[config.mk]
export PLATFORM = sky130hd
export DESIGN_NAME = interleave_reader_flat
export DESIGN_NICKNAME = d
export VERILOG_FILES = /design/src/interleave_pkg.sv /design/src/bank_if.sv /design/src/interleave_reader.sv /design/src/flat_wrapper.sv
export SDC_FILE = /design/constraint.sdc
export NUM_CORES = 1
export LEC_CHECK = 0
export ABC_AREA = 1
export BUFFER_PORTS_ARGS = -buffer_cell sky130_fd_sc_hd__buf_2
export CORE_AREA = 2 2 260 262
export CTS_CLUSTER_SIZE = 24
export DETAILED_ROUTE_END_ITERATION = 6
export DIE_AREA = 0 0 262 264
export GPL_TIMING_DRIVEN = 0
export SLEW_MARGIN = 20
export SYNTH_ARGS = -nofsm -noshare
export SYNTH_HDL_FRONTEND = slang
export SYNTH_SLANG_ARGS = --single-unit
[constraint.sdc]
create_clock -name s_axis_aclk -period 1.3 [get_ports s_axis_aclk]
set_clock_uncertainty 0.05 [all_clocks]
set_input_delay 0.065 -clock s_axis_aclk [delete_from_list [all_inputs] [get_ports s_axis_aclk]]
set_output_delay 0.065 -clock s_axis_aclk [all_outputs]
set_load 0.05 [all_outputs]
[src/interleave_pkg.sv]
// Block interleaver shared definitions
// Stream widths, bank geometry, FIFO thresholds and the beat type that
// carries data, keep and last together through every stage
`default_nettype none

package interleave_pkg;

  //////////////////////////////
  // Stream widths
  //////////////////////////////
  localparam int data_w = 64;
  localparam int keep_w = data_w / 8;

  //////////////////////////////
  // Bank geometry
  //////////////////////////////
  localparam int bank_count = 8;
  localparam int burst_len  = 16;                     // Beats per bank per block
  localparam int block_len  = bank_count * burst_len; // 128 beats
  localparam int bank_depth = 32;

  // Writer pipeline can still push after the flag
  localparam int bank_afull_level = bank_depth - 2;

  //////////////////////////////
  // Output FIFO
  //////////////////////////////
  localparam int out_depth           = 16;
  localparam int out_prog_full_level = out_depth - 4; // Reader has two beats in flight

  // One stream beat, 73 bits
  typedef struct packed {
    logic [data_w-1:0] data;
    logic [keep_w-1:0] keep;
    logic              last;
  } beat_t;

  typedef logic [$clog2(bank_count)-1:0] bank_sel_t;

endpackage

`default_nettype wire
[src/bank_if.sv]
// Bank bus of the interleaver
// Shared write beat plus per-bank enqueue, dequeue, head data and flags
`timescale 1ns/1ps
`default_nettype none

interface bank_if import interleave_pkg::*; ();

  // Write side, one beat broadcast to all banks
  beat_t                 wdata;
  logic [bank_count-1:0] enq;
  logic [bank_count-1:0] afull;

  // Read side
  beat_t                 rdata [bank_count]; // Head entry of each bank
  logic [bank_count-1:0] deq;
  logic [bank_count-1:0] empty;

  modport writer (
    output wdata, enq,
    input  afull
  );

  modport reader (
    output deq,
    input  rdata, empty
  );

  // Bank side of the bus
  modport store (
    input  wdata, enq, deq,
    output rdata, afull, empty
  );

endinterface

`default_nettype wire

[src/interleave_reader.sv]
// Interleaver read side
// Walks the banks in rotation and takes one beat from each, stalling on an
// empty bank or a nearly full output FIFO; the beat goes out registered
`timescale 1ns/1ps
`default_nettype none

module interleave_reader import interleave_pkg::*; (
  input  logic  s_axis_aclk,
  input  logic  rst,
  bank_if.reader banks,
  input  logic  out_prog_full,
  output logic  out_valid,
  output beat_t out_beat
);

  bank_sel_t rd_sel;  // Current bank in the rotation
  logic      take;

  // Wait on this bank rather than skip it
  assign take = ~banks.empty[rd_sel] & ~out_prog_full;

  //////////////////////////////
  // Dequeue strobes
  //////////////////////////////
  always_comb begin
    banks.deq         = '0;
    banks.deq[rd_sel] = take;  // Only the current bank pops
  end

  //////////////////////////////
  // Rotation and valid pulse
  //////////////////////////////
  always_ff @(posedge s_axis_aclk) begin
    if (rst) begin
      rd_sel    <= '0;
      out_valid <= 1'b0;
    end else begin
      if (take) begin
        rd_sel <= rd_sel + 1'b1;  // 7 wraps back to 0
      end
      out_valid <= take;
    end
  end

  // Head entry captured in the same cycle as its pop
  always_ff @(posedge s_axis_aclk) begin
    out_beat <= banks.rdata[rd_sel];
  end

  // With prog_full registered in the output FIFO, up to two beats
  // may still land there after the flag rises

endmodule

`default_nettype wire

[src/flat_wrapper.sv]
// flat-port wrapper written by rule: the top's interface ports become plain ports
module interleave_reader_flat import interleave_pkg::*;
  (s_axis_aclk, rst, out_prog_full, out_valid, out_beat, banks_deq, banks_rdata, banks_empty);
  bank_if banks_i ();
  input  logic s_axis_aclk;
  input  logic rst;
  input  logic out_prog_full;
  output logic out_valid;
  output beat_t out_beat;
  output wire logic [$bits(banks_i.deq)-1:0] banks_deq;
  input wire logic [$bits(banks_i.rdata)-1:0] banks_rdata;
  input wire logic [$bits(banks_i.empty)-1:0] banks_empty;
  assign banks_deq = banks_i.deq;
  assign banks_i.rdata = {>>{banks_rdata}};
  assign banks_i.empty = banks_empty;
  interleave_reader u_core (.s_axis_aclk(s_axis_aclk), .rst(rst), .banks(banks_i), .out_prog_full(out_prog_full), .out_valid(out_valid), .out_beat(out_beat));
endmodule
# Yosys cells after proc, flatten, opt, wreduce, memory -nomap -nowiden
# Index checks and enable logic that the tools add are counted.
# totals
ff_bits	77
latchBits	0
mem_bits_rw	0
romBits	0
inputBits	595
output_inout_bits	82
elab_cells	22
mem_count	0
# op_classes
addsub	1
mul	0
div	0
order_cmp	3
eq_ne	0
n_shift	0
n_mux	7
bitwise_logic	5
n_reduce_logical	1
# ops
op	n
73-bit binary-select mux with 3-bit select	1
73-bit 2-to-1 mux	2
8-bit bitwise AND	1
4-bit greater-or-equal comparator (second input constant)	1
3-bit by 4-bit less-than comparator with 1-bit output (second input constant)	1
3-bit NOT with 4-bit output	1
3-bit by 1-bit adder with 3-bit output (second input constant)	1
1-bit binary-select mux with 3-bit select	1
1-bit demux with 3-bit select	1
3-bit by 1-bit greater-or-equal comparator with 1-bit output (second input constant)	1
1-bit 2-to-1 mux	2
1-bit NOT	2
1-bit bitwise AND	1
1-bit logical AND	1

# Depth between registers and ports, before layout
# Gate-level depths: netlist (run 1).
# depth
depth_word	5
depth_mapped	10
ltp_nobuf	8

# Worst setup path before layout (run 1)
# Ideal clock, no wire load.
# synth_path
path_type	register to output
start	register u_core.rd_sel[0]
end	output port banks_deq[0]
t_arrival_ns	1.774
required_ns	1.185
path_slack_ns	-0.589
stages_incl_launch_ff	10
n_path_buf	3
cell_sequence	dfxtp_1 buf_6 buf_8 buf_8 nand2_2 nand3_2 nand2_4 nor2_4 nand2_2 nor2_1
# synth_via
elab_chain_len	5
elab_cells_between_ends	10
cone_classes	2 x order compare; 4 x mux; 3 x bitwise; 1 x reduce/logical
# synth_rtl
element	line	source
start: declaration	interleave_reader.sv:16	bank_sel_t rd_sel;
start signal: assignment	interleave_reader.sv:39	rd_sel <= rd_sel + 1'b1;
3-bit by 4-bit less-than comparator with 1-bit output (not written as such), or another cell as far along	interleave_reader.sv:27	banks.deq[rd_sel] = take;
1-bit logical AND (not written as such) / 1-bit 2-to-1 mux (equally long branches)	interleave_reader.sv:27, interleave_reader.sv:20	
1-bit 2-to-1 mux (not written as such) / 1-bit NOT (equally long branches)	interleave_reader.sv:27, interleave_reader.sv:20	
1-bit demux with 3-bit select / 1-bit bitwise AND (equally long branches)	-	
8-bit bitwise AND (no source line) (*)	-	
end: declaration	flat_wrapper.sv:10	output wire logic [$bits(banks_i.deq)-1:0] banks_deq;
# Every way passes the cells marked *; elsewhere a longest branch is shown, timed or not. The select of a mux whose other input is x is not followed.

# Worst setup path after layout (run 1)
# layout_path
start	register u_core.rd_sel[0]
end	register, netlist name u_core.out_beat[63]
# layout_via
elab_chain_len	4
# layout_rtl
element	line	source
3-bit NOT with 4-bit output (not written as such)	interleave_reader.sv:47	out_beat <= banks.rdata[rd_sel];
73-bit binary-select mux with 3-bit select	interleave_reader.sv:47	
73-bit 2-to-1 mux (not written as such) (2 in series)	interleave_reader.sv:47	
# No other way between the ends. The select of a mux whose other input is x is not followed.
# A chain may end at the register's enable or synchronous reset.

==> flow_summary.rst, run 1 <==
.. list-table::
   :header-rows: 1

   * - Metric
     - Value
   * - Initial detailed-routing violation count
     - around 1100
   * - Initial core utilization
     - 9.671%
   * - Clock buffers created by TritonCTS
     - 9
   * - Cell leakage power
     - between 8 and 9 nW
   * - WL/cell
     - 22.82 microns
   * - Total negative setup slack
     - -53760 ps
   * - Number of placement rows
     - 95
   * - Endpoint type of the worst setup path
     - flop
   * - Placed wire-length estimate after detailed placement
     - approximately 46000 microns
   * - Area of the placeable core
     - 66560 sq um
   * - Gr usage total
     - 19.37%
   * - Buffer levels on the longest clock path
     - 2
   * - Area growth from synthesis to final layout
     - 185.7%
   * - Peak VDD IR
     - roughly 0.57 mV
   * - Routed Antenna Nets
     - 0
   * - Failing checks
     - design-rule violations, negative setup slack
   * - Combinational power share
     - about 64%
   * - Number of design rule violations left after detail routing
     - 1
   * - Via total after detailed routing
     - roughly 14000
   * - Final setup fails
     - 85
   * - Number of distinct library cells after synthesis
     - 24
   * - Clk pwr share
     - between 10% and 20%
   * - Deepest level of the CTS H-tree
     - 3
   * - Netlist Area Pre-Place
     - ~6400 sq um
   * - Final number of hold-violating endpoints
     - 0
   * - Die Outline Area
     - about 69000 sq um
   * - Dominant cell type by count on the critical path
     - sky130_fd_sc_hd__buf_12
   * - Slowest cell on the critical path
     - sky130_fd_sc_hd__dfxtp_4
   * - Height of the die
     - roughly 260 microns
   * - Worst hold path depth
     - 5
   * - Clock tree from TritonCTS
     - built
   * - Mean instance size in the synthesized netlist
     - 5.773 sq um
   * - Global-route wire length before repair
     - 95100 microns
   * - Reg2Reg Launch Point
     - u_core.rd_sel[0]
   * - Total iterations of the first detailed-routing run
     - 7
   * - Int Power
     - between 0.008 and 0.009 W
   * - Area of the multi-input gates
     - 5689 sq um
   * - Worst slew margin
     - about two fifths
   * - Design Power
     - between 0.015 and 0.02 W
   * - Path type of the worst setup path
     - reg2reg
   * - CP arrival
     - about 2300 ps
   * - Post-route setup slack
     - -851.0 ps
   * - Post-synthesis instance total
     - around 1100
   * - Total power divided by cell area
     - roughly 940 nW/um^2
   * - Critical Path, Cell by Cell
     - buf_12 -> buf_12 -> buf_16 -> buf_6 -> buf_12 -> buf_16 -> buf_8 -> nor2_4 -> nor2_1 -> o21ai_1 -> o2111ai_2
   * - Width of the die
     - 262 microns
   * - Largest net degree at the start of global routing
     - 14
   * - Vias in the first global route
     - 14770
   * - Measured slew at the worst slew-check pin
     - 914.3 ps
   * - Net Sw Frac
     - 49.07%
   * - Time the final worst path needs with I/O delays and setup
     - 2151 ps
   * - Commonest cells after routing, fill and taps aside
     - sky130_fd_sc_hd__buf_2 (685), sky130_fd_sc_hd__dlygate4sd3_1 (434), sky130_fd_sc_hd__nor2_1 (365)
   * - Worst hold path type
     - in2reg
   * - RR Endpoint
     - u_core.out_beat[63]
   * - Worst Reg-to-Reg Cells
     - 11
   * - Kind of start point of the critical path
     - flop
   * - Sum of routed wire length over all layers
     - 72500 microns
   * - Relative contribution of sequential cells to total power
     - 17.9%
   * - Maximum achievable frequency
     - 464.9 MHz
   * - Count of buffers inserted at the top-level ports
     - roughly 680
   * - Biggest fanout along the worst timing path
     - 6
   * - Nets
     - slightly below 3000
   * - Clock Tree Root
     - sky130_fd_sc_hd__clkbuf_16
   * - Period utilization
     - 165.5%
   * - Proportion of synthesized chip area in sequential cells
     - a little under a quarter
   * - Fraction of layout cells with a size suffix above 1
     - between 40% and 50%
   * - RSZ-0062 raised after global routing
     - true
   * - Area taken by flip-flops and latches
     - approximately 1500 sq um
   * - Number of clock sinks
     - between 70 and 80
   * - Total net switching power
     - between 0.008 and 0.009 W
   * - Most common cell after layout, fill and taps aside
     - sky130_fd_sc_hd__buf_2
   * - Yosys warns
     - 0
   * - Antenna violations before repair
     - 11
   * - Slew Viols, Final
     - 0
   * - Internal reg-to-reg setup slack
     - -850 ps
   * - Io pins
     - about 680
   * - Critical path's largest stage delay
     - 390 ps
   * - Hold EP
     - u_core.out_beat[45]
   * - Number of nets produced by synthesis
     - 1711
   * - Grt total ovfl
     - 0
   * - Endpoint required time on the critical path
     - about 1500 ps
   * - Max-Cap Viols
     - 0
   * - Clock-pin slew of the registers on the worst-case setup and hold paths
     - around 90 ps
   * - GP Congestion
     - around 0.95
   * - Min-delay src
     - banks_rdata[410]
   * - Vias per inst
     - between 4 and 5
   * - Fill cell total of the finished layout
     - 6951
   * - Run status
     - finished, violations left
   * - Source-to-sink clock delay at the later pin of the worst-skew pair
     - 380 ps
   * - Seq cells post-synth
     - 77
-- logic make-up after synthesis --
kind of cell,synth area share [%]
compound gates,32.79
simple gates,32.98
flops,23.95
xor+xnor,0.1361
buf+inv,9.951
fa+ha+maj,0.1943
-- state kept, by name (all words and copies together), names as in the netlist --
| signal | count |
|---|---|
| u_core.rd_sel | 3 |
| u_core.out_beat | 73 |
| u_core.out_valid | 1 |
-- critical path, delay by kind of cell (launching register included) --
kind                   cells  cell delay [ps]
AOI/OAI and AO/OA          2              400
buffers and inverters      7              950
DFF                        1              390
and+or+nand+nor            2              150
-- worst max path at each step --
stage                           from                   to  slack (ps)
finish              u_core.rd_sel[0]  u_core.out_beat[63]        -850
global route        u_core.rd_sel[0]         banks_deq[5]        -960
CTS                 u_core.rd_sel[0]         banks_deq[7]        -900
detailed placement  u_core.rd_sel[0]   u_core.out_beat[1]       -1410
global placement    u_core.rd_sel[0]   u_core.out_beat[1]       -1440
floorplan           u_core.rd_sel[0]         banks_deq[0]        -240
-- power by group through the flow --
stage	sequential [W]	clock, W	combinational [W]
after floorplan	0.00516	0	0.00226
after global placement	0.00313	0	0.00744
after detailed placement	0.00314	0	0.00744
after CTS	0.00310	0.00325	0.0102
after global routing	0.00316	0.00335	0.0115
final	0.00311	0.00317	0.0111
-- per-stage QoR --
stage | worst slack [ps] | cells | utilization, % | instance area, sq um | hold slack (ps)
detailed placement | -1411 | 2664 | 16.55 | 11010 | 223.3
global placement | -1436 | 2664 | 16.55 | 11010 | 212.4
global route | -959.2 | 3175 | 27.63 | 18390 | 0.7208
CTS | -895.8 | 3160 | 26.37 | 17550 | -43.43
finish | -851.0 | 3177 | 27.63 | 18390 | 16.59
floorplan | -241.7 | 1115 | - | 6538 | 84.07
-- per-layer routing --
metal	wire, microns	vias to the layer above	share of wire, %	track usage, %
li1	-	6158	-	-
met1	27780	6465	38	21.86
met2	33170	1189	46	32.10
met3	6163	328	8.5	4.356
met4	5354	4	7.4	13.65
met5	34	-	0.047	0
-- final cells by class --
class	count	share of cell area, %
timing repair buffer	1169	47.33
multi-input combinational	921	30.93
sequential	77	8.414
tap	873	5.938
buffer	93	5.047
clock buffer	12	1.449
inverter	20	0.4898
clock inverter	4	0.2925
antenna	8	0.1088
-- repair_timing --
item | in CTS | in global routing
hold buffers | 431 | 3
gates cloned | 10 | 2
resized for setup | 439 | 251
buffers inserted | 39 | 14
setup endpoints to repair | 85 | 85
pin swaps | 151 | 144
hold endpoints to repair | 77 | 3
-- synth_stat cells --
| cell type | number | share of area, % |
|---|---|---|
| sky130_fd_sc_hd__a21oi_1 | 1 | 0.078 |
| sky130_fd_sc_hd__buf_1 | 1 | 0.058 |
| sky130_fd_sc_hd__buf_2 | 35 | 2.7 |
| sky130_fd_sc_hd__buf_4 | 16 | 1.9 |
| sky130_fd_sc_hd__buf_6 | 10 | 1.7 |
| sky130_fd_sc_hd__buf_8 | 2 | 0.47 |
| sky130_fd_sc_hd__clkbuf_1 | 33 | 1.9 |
| sky130_fd_sc_hd__dfxtp_1 | 77 | 24 |
| sky130_fd_sc_hd__ha_1 | 1 | 0.19 |
| sky130_fd_sc_hd__inv_1 | 16 | 0.93 |
| sky130_fd_sc_hd__inv_2 | 4 | 0.23 |
| sky130_fd_sc_hd__nand2_1 | 11 | 0.64 |
| sky130_fd_sc_hd__nand2_2 | 3 | 0.29 |
| sky130_fd_sc_hd__nand2_4 | 1 | 0.17 |
| sky130_fd_sc_hd__nand3_1 | 6 | 0.47 |
| sky130_fd_sc_hd__nand3_2 | 2 | 0.31 |
| sky130_fd_sc_hd__nor2_1 | 524 | 31 |
| sky130_fd_sc_hd__nor2_2 | 3 | 0.29 |
| sky130_fd_sc_hd__nor2_4 | 1 | 0.17 |
| sky130_fd_sc_hd__nor3_1 | 1 | 0.078 |
| sky130_fd_sc_hd__o2111ai_1 | 73 | 9.9 |
| sky130_fd_sc_hd__o21ai_0 | 254 | 20 |
| sky130_fd_sc_hd__o21ai_1 | 39 | 3.0 |
| sky130_fd_sc_hd__xor2_1 | 1 | 0.14 |
No activity file was read; power rests on OpenSTA's default activity.
==> run 2, diff against run 1 <==
--- a/config.mk
+++ b/config.mk
@@ -12,6 +12,7 @@
 export DETAILED_ROUTE_END_ITERATION = 6
 export DIE_AREA = 0 0 262 264
 export GPL_TIMING_DRIVEN = 0
+export MAX_ROUTING_LAYER = met4
 export SLEW_MARGIN = 20
 export SYNTH_ARGS = -nofsm -noshare
 export SYNTH_HDL_FRONTEND = slang
==> run 2 against run 1 <==
Net effect:
- critical endpoint is now banks_deq[7]
- routed wire length decreased by 2.9%
- die area unchanged
- design area decreased by 1.9%
- critical path type is now reg2out
- largest cell class unchanged
- clock-buffer cell count unchanged
- combinational power decreased by 4%
- the flow finishes with violations (negative setup slack)
- critical path depth decreased by 1
==> flow_summary.rst, run 2 (synthesis gave the netlist of run 1 again) <==
.. list-table::
   :header-rows: 1

   * - Metric
     - Value
   * - Via total after detailed routing
     - around 14000
   * - Antenna violations before repair
     - 11
   * - Vias per inst
     - around 4.4
   * - Busiest layer in global routing
     - met2
   * - Number of placed instances, taps included
     - between 2000 and 3000
   * - Clock buffers created by TritonCTS
     - 9
   * - Min-delay src
     - banks_rdata[386]
   * - Width of the die
     - approximately 260 microns
   * - Buffer levels on the longest clock path
     - 2
   * - Final setup fails
     - 85
   * - Total power divided by cell area
     - 936.7 nW/um^2
   * - WL/cell
     - roughly 22 microns
   * - Nets
     - 2890
   * - Run status
     - finished, violations left
   * - Endpoint required time on the critical path
     - roughly 1200 ps
   * - Worst Reg-to-Reg Cells
     - 10
   * - Total iterations of the first detailed-routing run
     - 6
   * - Deepest level of the CTS H-tree
     - 3
   * - Met3 Use GR
     - slightly below 4%
   * - Area of the multi-input gates
     - between 5000 and 6000 sq um
   * - Critical Path, Cell by Cell
     - inv_8 -> buf_12 -> buf_16 -> nand2_4 -> nand3_4 -> nand2_4 -> nor2_4 -> nand3_4 -> nor2_4 -> buf_6
   * - Area growth from synthesis to final layout
     - 180.4%
   * - Path type of the worst setup path
     - reg2out
   * - Measured slew at the worst slew-check pin
     - just over 700 ps
   * - Peak VDD IR
     - between 0.6 and 0.7 mV
   * - Most common cell after layout, fill and taps aside
     - sky130_fd_sc_hd__buf_2
   * - Area of the placeable core
     - roughly 67000 sq um
   * - Number of design rule violations left after detail routing
     - 0
   * - Initial core utilization
     - 9.671%
   * - Design Power
     - 0.01691 W
   * - Endpoint type of the worst setup path
     - output pin
   * - Final number of hold-violating endpoints
     - 0
   * - Vias in the first global route
     - ~14000
   * - Worst slew margin
     - ~52%
   * - Height of the die
     - ~260 microns
   * - Worst Setup EP
     - banks_deq[7]
   * - Grt total ovfl
     - 0
   * - Placed wire-length estimate after detailed placement
     - ~46000 microns
   * - Io pins
     - slightly below 700
   * - Slew Viols, Final
     - 0
   * - Sum of routed wire length over all layers
     - a little over 70000 microns
   * - Post-route setup slack
     - -812.7 ps
   * - GP Congestion
     - ~1
   * - Number of standard cells in the layout, taps in and fillers out
     - 3180
   * - Cell leakage power
     - slightly above 8 nW
   * - Maximum achievable frequency
     - approximately 470 MHz
   * - Clock-pin slew of the registers on the worst-case setup and hold paths
     - approximately 80 ps
   * - Initial detailed-routing violation count
     - about 1200
   * - RSZ-0062 raised after global routing
     - true
   * - Biggest fanout along the worst timing path
     - 6
   * - Count of buffers inserted at the top-level ports
     - 676
   * - Clock Tree Root
     - sky130_fd_sc_hd__clkbuf_16
   * - Gr usage total
     - approximately a fifth
   * - Global-route wire length before repair
     - approximately 94000 microns
   * - Routed Antenna Nets
     - 0
   * - Largest registers ranked by flip-flop count
     - u_core.out_beat (73), u_core.rd_sel (3), u_core.out_valid (1)
   * - Fill cell total of the finished layout
     - 6983
   * - Source-to-sink clock delay at the later pin of the worst-skew pair
     - 380 ps
   * - Number of placement rows
     - 95
   * - Commonest cells after routing, fill and taps aside
     - sky130_fd_sc_hd__buf_2 (679), sky130_fd_sc_hd__dlygate4sd3_1 (446), sky130_fd_sc_hd__nor2_1 (385)
   * - Largest register FFs
     - 73
   * - Number of clock sinks
     - between 70 and 80
   * - Worst hold path type
     - in2reg
   * - Time the final worst path needs with I/O delays and setup
     - 2113 ps
   * - Period utilization
     - 162.5%
   * - Die Outline Area
     - ~69000 sq um
   * - Critical path's largest stage delay
     - 380 ps
   * - CP arrival
     - around 2000 ps
   * - Fraction of layout cells with a size suffix above 1
     - approximately 45%
   * - Max-Cap Viols
     - 0
   * - Area taken by flip-flops and latches
     - 1548 sq um
   * - Critical path origin
     - u_core.rd_sel[0]
   * - Slowest cell on the critical path
     - sky130_fd_sc_hd__dfxtp_4
   * - RR Endpoint
     - u_core.out_beat[63]
   * - M2 GR Usage
     - a little under a third
   * - Global-route met1 utilization
     - between 20 and 25%
   * - Final Util
     - ~27%
   * - Kind of start point of the critical path
     - flop
   * - Largest register by flop count
     - u_core.out_beat
   * - Largest net degree at the start of global routing
     - 14
   * - Failing checks
     - negative setup slack
   * - Clock tree from TritonCTS
     - built
   * - Reg2Reg Launch Point
     - u_core.rd_sel[0]
   * - Internal reg-to-reg setup slack
     - -630 ps
run 2: what timing repair did:
action,CTS,global route
resized for setup,396,201
endpoints found under the setup margin,85,85
endpoints found under the hold margin,77,0
setup buffers,30,19
hold buffers,446,0
pin swaps,175,80
gates cloned,7,2
run 2: how the worst min path moves through the flow:
stage	endpoint	slack (ps)	cells after the start
5_1_grt	u_core.out_beat[26]	4	3
3_5_place_dp	u_core.rd_sel[2]	220	2
6_report	u_core.out_beat[21]	20	5
4_1_cts	u_core.out_beat[24]	0.4	5
3_3_place_gp	u_core.rd_sel[2]	210	2
2_1_floorplan	u_core.rd_sel[2]	80	1
run 2: critical path, delay by kind of cell (launching register included):
family	cells	cell delay [ps]
simple gates	6	660
buf+inv	4	530
flops	1	380
run 2: power by group:
part	internal, W	switching (W)
combinational	0.00403	0.00663
sequential	0.00294	0.000174
clock	0.00166	0.00148
run 2: layer usage:
layer / wire length, microns / vias to the layer above
met4: 4796 / 0
met5: 0 / -
met2: 32620 / 1191
met1: 26940 / 6376
met3: 6024 / 301
li1: - / 6155
run 2: final cells by class:
type | instances | share of cell area (%)
repair buffers | 1173 | 47.93
multi-input cells | 921 | 30.04
flip-flops and latches | 77 | 8.574
well taps | 873 | 6.051
plain buffers | 92 | 5.046
clock buffers | 12 | 1.476
inverters | 20 | 0.4713
clock inverters | 4 | 0.2981
diodes | 8 | 0.1109
run 2: metrics by stage:
stage	area, sq um	setup slack, ps	hold WS [ps]	TNS, ps
2_1_floorplan	6538	-241.7	84.07	-5305
3_3_place_gp	11010	-1413	213.7	-87500
3_5_place_dp	11010	-1394	223.8	-87370
4_1_cts	17340	-858.5	0.3903	-52850
5_1_grt	18050	-919.3	3.820	-50960
6_report	18050	-812.7	17.61	-44710
